--- src/sram_config.svh ---
// SRAM subsystem configuration
// Address widths and the decoded window for the external byte-wide SRAM

`ifndef SRAM_CONFIG_SVH
`define SRAM_CONFIG_SVH

// ----------------------------------------
// Host bus
// ----------------------------------------

// Request address width on the host side
`define BUS_ADDR_W 32

// Address bits 31..24 must match this to reach the SRAM
`define SRAM_WINDOW 8'h00

// ----------------------------------------
// External SRAM
// ----------------------------------------

// 512K x 8, byte addressed
`define SRAM_ADDR_W 19

`endif

--- src/sram_pkg.sv ---
// SRAM subsystem types
// Request and response payloads shared by all blocks

`default_nettype none

`include "sram_config.svh"

package sram_pkg;

    // One word request from the host
    // All strobes clear means read
    typedef struct packed {
        logic [`BUS_ADDR_W-1:0] addr;
        logic [31:0]            wdata;
        logic [3:0]             wstrb;
    } mem_req_t;

    // One response, read data is zero for writes and errors
    typedef struct packed {
        logic [31:0] rdata;
        logic        err;
    } mem_rsp_t;

endpackage

`default_nettype wire

--- src/mem_if.sv ---
// Internal valid/ready channels
// Request and response streams between the subsystem blocks

`default_nettype none


// Response channel
interface mem_rsp_if;
    logic               valid;
    logic               ready;
    sram_pkg::mem_rsp_t data;

    modport src (output valid, output data, input ready);
    modport snk (input valid, input data, output ready);
endinterface

`default_nettype wire

--- src/rsp_merge.sv ---
// Response merger
// Fixed-priority arbiter, sequencer first, with a grant held under back-pressure

`default_nettype none

module rsp_merge (
    input logic clk,
    input logic arst_n,
    mem_rsp_if.snk seq,
    mem_rsp_if.snk unmapped,
    mem_rsp_if.src out
);

    logic lock_q;
    logic lock_unm_q;
    logic pick_unm;

    // ----------------------------------------
    // Grant
    // ----------------------------------------

    // Held grant wins, else sequencer unless it has nothing
    assign pick_unm = lock_q ? lock_unm_q : !seq.valid;

    assign out.valid = pick_unm ? unmapped.valid : seq.valid;
    assign out.data  = pick_unm ? unmapped.data : seq.data;

    // Sequencer only blocked by a grant held on the unmapped side
    assign seq.ready      = out.ready && !(lock_q && lock_unm_q);
    assign unmapped.ready = out.ready && pick_unm;

    // Freeze the choice while the output stalls
    always_ff @(posedge clk or negedge arst_n) begin
        if (!arst_n) begin
            lock_q     <= 1'b0;
            lock_unm_q <= 1'b0;
        end else begin
            if (out.valid && out.ready) begin
                lock_q <= 1'b0;
            end else if (out.valid) begin
                lock_q     <= 1'b1;
                lock_unm_q <= pick_unm;
            end
        end
    end

endmodule

`default_nettype wire

--- src/flat_wrapper.sv ---
// flat-port wrapper written by rule: the top's interface ports become plain ports
module rsp_merge_flat 
  (clk, arst_n, seq_valid, seq_data, seq_ready, unmapped_valid, unmapped_data, unmapped_ready, out_valid, out_data, out_ready);
  mem_rsp_if seq_i ();
  mem_rsp_if unmapped_i ();
  mem_rsp_if out_i ();
  input logic clk;
  input logic arst_n;
  input wire logic [$bits(seq_i.valid)-1:0] seq_valid;
  input wire logic [$bits(seq_i.data)-1:0] seq_data;
  output wire logic [$bits(seq_i.ready)-1:0] seq_ready;
  input wire logic [$bits(unmapped_i.valid)-1:0] unmapped_valid;
  input wire logic [$bits(unmapped_i.data)-1:0] unmapped_data;
  output wire logic [$bits(unmapped_i.ready)-1:0] unmapped_ready;
  output wire logic [$bits(out_i.valid)-1:0] out_valid;
  output wire logic [$bits(out_i.data)-1:0] out_data;
  input wire logic [$bits(out_i.ready)-1:0] out_ready;
  assign seq_i.valid = seq_valid;
  assign seq_i.data = seq_data;
  assign seq_ready = seq_i.ready;
  assign unmapped_i.valid = unmapped_valid;
  assign unmapped_i.data = unmapped_data;
  assign unmapped_ready = unmapped_i.ready;
  assign out_valid = out_i.valid;
  assign out_data = out_i.data;
  assign out_i.ready = out_ready;
  rsp_merge u_core (.clk(clk), .arst_n(arst_n), .seq(seq_i), .unmapped(unmapped_i), .out(out_i));
endmodule
--- config.mk ---
export PLATFORM = sky130hd
export DESIGN_NAME = rsp_merge_flat
export DESIGN_NICKNAME = d
export VERILOG_FILES = /design/src/sram_pkg.sv /design/src/mem_if.sv /design/src/rsp_merge.sv /design/src/flat_wrapper.sv
export VERILOG_INCLUDE_DIRS = /design/src /design/src/src
export SDC_FILE = /design/constraint.sdc
export NUM_CORES = 1
export LEC_CHECK = 0
export BUFFER_PORTS_ARGS = -buffer_cell sky130_fd_sc_hd__buf_2
export CAP_MARGIN = 30
export CORE_MARGIN = 5
export CORE_UTILIZATION = 27
export DETAILED_ROUTE_END_ITERATION = 10
export PLACE_DENSITY = 0.94
export SETUP_SLACK_MARGIN = 0.02
export SKIP_CTS_REPAIR_TIMING = 1
export SLEW_MARGIN = 25
export SYNTH_ARGS = -nofsm -noshare
export SYNTH_HDL_FRONTEND = slang
export SYNTH_SLANG_ARGS = --single-unit
--- constraint.sdc ---
create_clock -name clk -period 3.3 [get_ports clk]
set_input_delay 0.165 -clock clk [delete_from_list [all_inputs] [get_ports clk]]
set_output_delay 0.165 -clock clk [all_outputs]
set_load 0.03 [all_outputs]
**Word level (Yosys, flattened, before mapping)**

Index checks and enable logic that the tools add are counted.

- Muxes and demuxes: 5
- Reductions and logical operators: 8
- Multiply operators: 0
- Equality and inequality tests: 0
- Shifts and indexed selects: 0
- Add/sub/neg operators: 0
- Order comparisons: 0
- Bitwise operators: 1
- Divide/modulo/power cells: 0

Operators by type and width:

| kind | number |
|---|---|
| 33-bit 2-to-1 mux | 1 |
| 1-bit logical AND | 4 |
| 1-bit 2-to-1 mux | 4 |
| 1-bit zero test | 2 |
| 2-bit AND reduction | 1 |
| 2-bit nonzero test | 1 |
| 1-bit NOT | 1 |

- Output and inout bits: 36
- Bits of input ports: 71
- Memories: 0
- Flip-flop bits (word level): 2
- Memory bits (writable): 0
- Latch bits: 0
- Bits in read-only memories: 0
- Logic and storage cells: 16

**Logic depth before layout (Yosys ltp)**

Gate-level depths: netlist of run 1.

- Depth after elaboration: 6
- Gate-level depth with buffers: 4
- Gate-level depth less buffers: 3

**Worst setup path after synthesis of run 1**

Ideal clock, no wire load.

- Path type: flip-flop to output port
- Start: register u_core.lock_q
- End: output out_data[10]
- Stages on the path, launching flop included: 5
- Setup slack: 1.771 ns
- Buffers on the path: 1
- Required time: 3.135 ns
- Data arrival time: 1.364 ns
- Path through: dfrtp_1 > nor2_1 > a21oi_2 > buf_6 > mux2_2

- Word-level cells in the longest chain between the ends: 2

Ends and longest elaborated chain:

| what | RTL line | text |
|---|---|---|
| start: declaration | rsp_merge.sv:14 | `logic lock_q;` |
| start signal: assignment | rsp_merge.sv:35 | `lock_q <= 1'b0;` |
| start signal: assignment | rsp_merge.sv:39 | `lock_q <= 1'b0;` |
| start signal: assignment | rsp_merge.sv:41 | `lock_q <= 1'b1;` |
| 1-bit 2-to-1 mux | rsp_merge.sv:23 | `assign pick_unm = lock_q ? lock_unm_q : !seq.valid;` |
| 33-bit 2-to-1 mux | rsp_merge.sv:26 | `assign out.data = pick_unm ? unmapped.data : seq.data;` |
| end: declaration | flat_wrapper.sv:16 | `output wire logic [$bits(out_i.data)-1:0] out_data;` |

Every way passes these cells.

**Worst setup path after layout of run 1**

- Start: register u_core.lock_q
- End: output out_data[6]

The elaborated chain is that of the path after synthesis.

==> metrics.yaml, run 1 <==
p_sw_w: 0.000285
period_minus_slack_ns: 2.15
tightest_slew_ns: 0.553
dr.pass1.iters: 1
crit_type: "flip-flop to output pin"
die_x_um: 54.7
grt_antenna_before_repair: 0
clock-skew-final_ns: 0.000835
antennaDiodeCount: 0
setup_tns_ns: 0
whs_ns: 0.179
grt-ovfl-total: 0
seqPwrFrac_pct: 7.6
required_ns: 3.13
rows: 16
drive_gt1_share_pct: 89.4
rr_worst_depth: 3
netSwitchingFraction_pct: 52.3
grt_pass1_wl_um: 2880
setup_viol: 0
maxCapViolCount: 0
synth_top_family_by_area: "multiplexers"
power.density_nw_per_um2: 478
port_buffers: 106
yosysWarnings: 0
muxShareOfSynthArea_pct: 70.6
die-area_um2: 3000
vdd_drop_max_v: 0.000413
synth_compound_area_share_pct: 7.87
mostFrequentLayoutCells: "buf_2 (106), mux2_2 (33), nor2_1 (3), a21oi_1 (3), clkbuf_4 (3)"
wire_per_inst_um: 12.8
area_growth_pct: 111
syn_nets: 124
grt_max_degree: 35
p_int_w: 0.000260
yosys.area_share.adder_pct: 0
hpwl_um: 2090
cts_max_level: 1
clk_pin_slew_ns: 0.03
crit_arrival_ns: 1.99
crit_path_max_fanout: 19
grt_usage_pct: 13.5
numCtsBuffers: 3
synth-seq-cells: 2
clkPwrFrac_pct: 9.8
dr_total_vias: 824
nets: 234
synth_simple_gate_area_share_pct: 5.32
die_h_um: 54.7
status: "complete, no violations"
comb_power_share_pct: 82.6
core_um2: 1940
grt_pass1_vias: 729
start_kind: "flip-flop"
drtIter0Drc: 0
cts_tree: "yes"
postLayoutCoreUtil_pct: 58.6
drc: 0
cts_buffer_depth: 2
antenna_left: 0
slew_headroom_pct: 63.1
rsz0062_at_grt: "false"
maxSlewViolCount: 0
timing.fmax_ghz: 0.464
syn_area_per_cell_um2: 10.2
cts_sinks: 2
io_pins: 107
seq_area_frac_synth_pct: 9.26
synth_area_um2: 541
start_util_pct: 27.8
syn-instance-count: 53
clk_latency_ns: 0.22
layout_commonest_cell: "buf_2"
synth_cell_types: 14
synth-xor-area-share_pct: 0
finalHoldViolCount: 0
hold_path_class: "input pin to flip-flop"
endpoint_kind: "output pin"
totalWireLength_um: 2400
root_buffer: "clkbuf_4"
whs_path_depth: 2
post-route-period-util_pct: 65.3
place_congestion: 0.658
p_leak_nw: 0.642
avgViaCountPerCell: 4.38
[sequential cells by signal (all words and copies together) (netlist names)]
signal and flops:
u_core.lock_q 1, u_core.lock_unm_q 1
[critical path: stages (launching register included)]
cell and delay [ns]:
dfrtp_1 0.46, nor2_1 0.10, a21oi_4 0.45, buf_16 0.22
mux2_2 0.35, buf_2 0.18
[path summary, 6_finish.rpt]
kind	slack (ns)	endpoint	start
min in group asynchronous	0.25	u_core.lock_q	arst_n
max reg2reg	2.41	u_core.lock_q	u_core.lock_unm_q
max	1.15	out_data[6]	u_core.lock_q
min reg2reg	0.64	u_core.lock_q	u_core.lock_q
max in group asynchronous	2.95	u_core.lock_unm_q	arst_n
min	0.18	u_core.lock_unm_q	seq_valid
[synthesized netlist by cell type, drive strengths merged]
cell type	number	area share, %
nor2	3	2.1
a21oi	4	4.4
nor2b	1	1.2
nand2	1	0.69
mux2	33	69
a31oi	1	1.2
buf	3	6.2
mux2i	1	1.9
dfrtp	2	9.3
o21ai	1	0.93
a21boi	1	1.4
inv	1	0.69
or2b	1	1.4
[cell type report]
cell class | count | area, µm²
fillers | 183 | 803
repair buffers | 108 | 568
multi-input cells | 47 | 460
flip-flops and latches | 2 | 50.0
well taps | 27 | 33.8
clock buffers | 3 | 22.5
inverters | 1 | 3.75
[per-layer routing]
| metal | wire length, µm | vias up | track usage [%] |
|---|---|---|---|
| met4 | 8 | 0 | 7.47 |
| met2 | 1250 | 48 | 25.6 |
| met5 | 0 | - | 0 |
| met1 | 823 | 358 | 12.4 |
| li1 | - | 416 | - |
| met3 | 321 | 2 | 4.09 |
[through the flow]
step / cells / total power, W / setup slack [ns] / area, µm²
global placement: 183 / 0.000475 / 1.21 / 1080
global route: 188 / 0.000585 / 1.02 / 1140
detailed placement: 183 / 0.000476 / 1.21 / 1080
CTS: 186 / 0.000535 / 0.966 / 1100
floorplan: 53 / 0.000366 / 1.77 / 541
finish: 188 / 0.000544 / 1.15 / 1140
[power groups by stage]
stage / combinational (W) / sequential [W] / clock (W)
final: 0.000450 / 0.0000413 / 0.0000535
after global routing: 0.000477 / 0.0000430 / 0.0000655
after CTS: 0.000437 / 0.0000411 / 0.0000570
after detailed placement: 0.000435 / 0.0000413 / 0
after global placement: 0.000433 / 0.0000412 / 0
after floorplan: 0.000328 / 0.0000380 / 0
[cell families (layout without fill, tap and decap cells)]
logic type | count (synthesis) | after routing
DFF | 2 | 2
and+or+nand+nor | 6 | 6
muxes | 34 | 34
AOI/OAI and AO/OA | 7 | 7
buffers and inverters | 4 | 112
No activity file was read; power rests on OpenSTA's default activity.
==> run 2: changes to the inputs <==
- ABC_AREA: unset -> 1
- CORE_UTILIZATION: 27 -> 26
- PLACE_DENSITY: 0.94 -> 0.87
- clock period: 3.3 -> 2.06 ns (I/O delays scaled with it)
==> metrics.yaml, run 2 <==
status: "complete, no violations"
whs_ns: 0.161
comb_power_share_pct: 88.2
grt_pass1_vias: 993
timing.fmax_ghz: 0.579
seq_area_frac_synth_pct: 8.33
synth_top_area_share_pct: 66.3
grt_max_degree: 35
rows: 17
crit_arrival_ns: 1.62
grt_usage_pct: 13.7
crit_type: "flip-flop to output pin"
die-area_um2: 3370
grt-ovfl-total: 0
die_x_um: 58.1
syn_nets: 199
antennaDiodeCount: 0
start_kind: "flip-flop"
numCtsBuffers: 3
place_congestion: 0.721
wire_per_inst_um: 9.83
root_buffer: "clkbuf_4"
seqPwrFrac_pct: 5.7
cts_tree: "yes"
totalWireLength_um: 2580
dr_total_vias: 1095
setup_tns_ns: 0
yosysTopAreaCell: "nand2_1"
power.density_nw_per_um2: 1240
clk_latency_ns: 0.22
synthTopCellsByCount: "nand2_1 (106), buf_6 (6), inv_1 (4), nand3_1 (3), dfrtp_1 (2)"
grt_antenna_before_repair: 0
vdd_drop_max_v: 0.000806
nets: 307
clock-skew-final_ns: 0.00497
ys_top_cells_by_area: "nand2_1 (66%), buf_6 (11%), dfrtp_1 (8.3%), o21ai_4 (2.7%), nand3_1 (2.5%)"
grt_pass1_wl_um: 3800
required_ns: 1.96
p_leak_nw: 0.828
yosysWarnings: 0
clkPwrFrac_pct: 6.0
yosysMostFrequentCell: "nand2_1"
start_util_pct: 27.1
period_minus_slack_ns: 1.73
syn-instance-count: 128
tightest_slew_ns: 0.377
area_growth_pct: 90.8
cts_buffer_depth: 2
hold_path_class: "input pin to flip-flop"
synth_cell_types: 12
rr_worst_depth: 4
path_cells: "o21ai_4, buf_4, nand2_1, nand2_1, buf_2"
reg2reg_from: "u_core.lock_q"
r2r_slack_ns: 0.87
holdCritStartpoint: "unmapped_valid"
syn_area_per_cell_um2: 4.69
drtIter0Drc: 38
crit_slowest_cell: "dfrtp_1"
p_int_w: 0.000474
p_sw_w: 0.000945
synth_async_sr_flop_share_pct: 100
dr.pass1.iters: 4
cpMostUsedCell: "nand2_1"
die_h_um: 58.1
cts_sinks: 2
whs_path_depth: 3
clk_pin_slew_ns: 0.03
crit_path_max_fanout: 15
synth_edf_count: 0
rsz0062_at_grt: "false"
endpoint_kind: "output pin"
avgViaCountPerCell: 4.18
drc: 0
ys.flop_type: "dfrtp_1"
port_buffers: 106
core_um2: 2210
synth_area_um2: 601
post-route-period-util_pct: 83.9
critPathMaxStageDelay_ns: 0.45
setup_viol: 0
r2r_end: "u_core.lock_q"
drive_gt1_share_pct: 49.1
netSwitchingFraction_pct: 66.6
maxCapViolCount: 0
finalHoldViolCount: 0
reg.largest.list: "u_core.lock_q (1), u_core.lock_unm_q (1)"
postLayoutCoreUtil_pct: 51.8
mostFrequentLayoutCells: "nand2_1 (106), buf_2 (106), inv_1 (4), nand3_1 (3), clkbuf_4 (3)"
hpwl_um: 2140
synth-seq-cells: 2
io_pins: 107
cts_max_level: 1
slew_headroom_pct: 74.8
maxSlewViolCount: 0
worstHoldEndpoint: "u_core.lock_unm_q"
antenna_left: 0
-- run 2: changes by cell type in the layout (fill, tap and decap cells not counted), sizes merged, moves of 2 or more --
cell,delta
a21oi,-3
inv,+4
mux2,-33
nand2,+106
nand3,+3
nor2,-2
-- run 2: metal layers --
layer | GRT usage [%] | vias up | wire length [µm]
met1 | 13.2 | 456 | 884
met5 | 0 | - | 0
met3 | 4.45 | 0 | 272
li1 | - | 593 | -
met2 | 27.6 | 46 | 1420
met4 | 3.31 | 0 | 0
-- run 2: power groups by stage --
stage	logic, W	clock network (W)	registers, W
floorplan	0.000984	0	0.0000776
global placement	0.00125	0	0.0000801
detailed placement	0.00126	0	0.0000813
CTS	0.00127	0.0000902	0.0000809
global route	0.00137	0.0000973	0.0000847
finish	0.00125	0.0000855	0.0000816
-- run 2: logic make-up (layout without fill, tap and decap cells) --
logic type	after synthesis	in the layout	synth area share (%)
and+or+nand+nor	112	112	72.1
DFF	2	2	8.33
buffers and inverters	11	117	15.2
AOI/OAI and AO/OA	3	3	4.37
-- run 2: metrics by stage --
stage               area (µm²)  setup slack [ns]  total power [W]  std cells
finish                    1150             0.332          0.00142        262
global route              1150             0.212          0.00155        262
CTS                       1140             0.321          0.00144        261
detailed placement        1110             0.560          0.00135        258
global placement          1110             0.565          0.00133        258
floorplan                  601             0.748          0.00106        128
-- run 2: layout make-up --
class | instances | area (µm²)
fillers | 252 | 1070
repair buffers | 109 | 556
multi-input cells | 115 | 459
flip-flops and latches | 2 | 50.0
well taps | 28 | 35.0
inverters | 5 | 23.8
clock buffers | 3 | 22.5
-- run 2: worst max path at each step --
stage / start / slack [ns] / end
floorplan: u_core.lock_q / 0.75 / unmapped_ready
global placement: u_core.lock_q / 0.56 / out_data[13]
detailed placement: u_core.lock_q / 0.56 / out_data[26]
CTS: u_core.lock_q / 0.32 / out_data[29]
global route: u_core.lock_q / 0.21 / out_data[0]
finish: u_core.lock_q / 0.33 / out_data[29]
-- run 2: worst max-delay path, delay by kind of cell, from the launching register on --
kind            cells  cell delay [ns]
buf+inv             2             0.46
flops               1             0.45
compound gates      1             0.36
simple gates        2             0.12
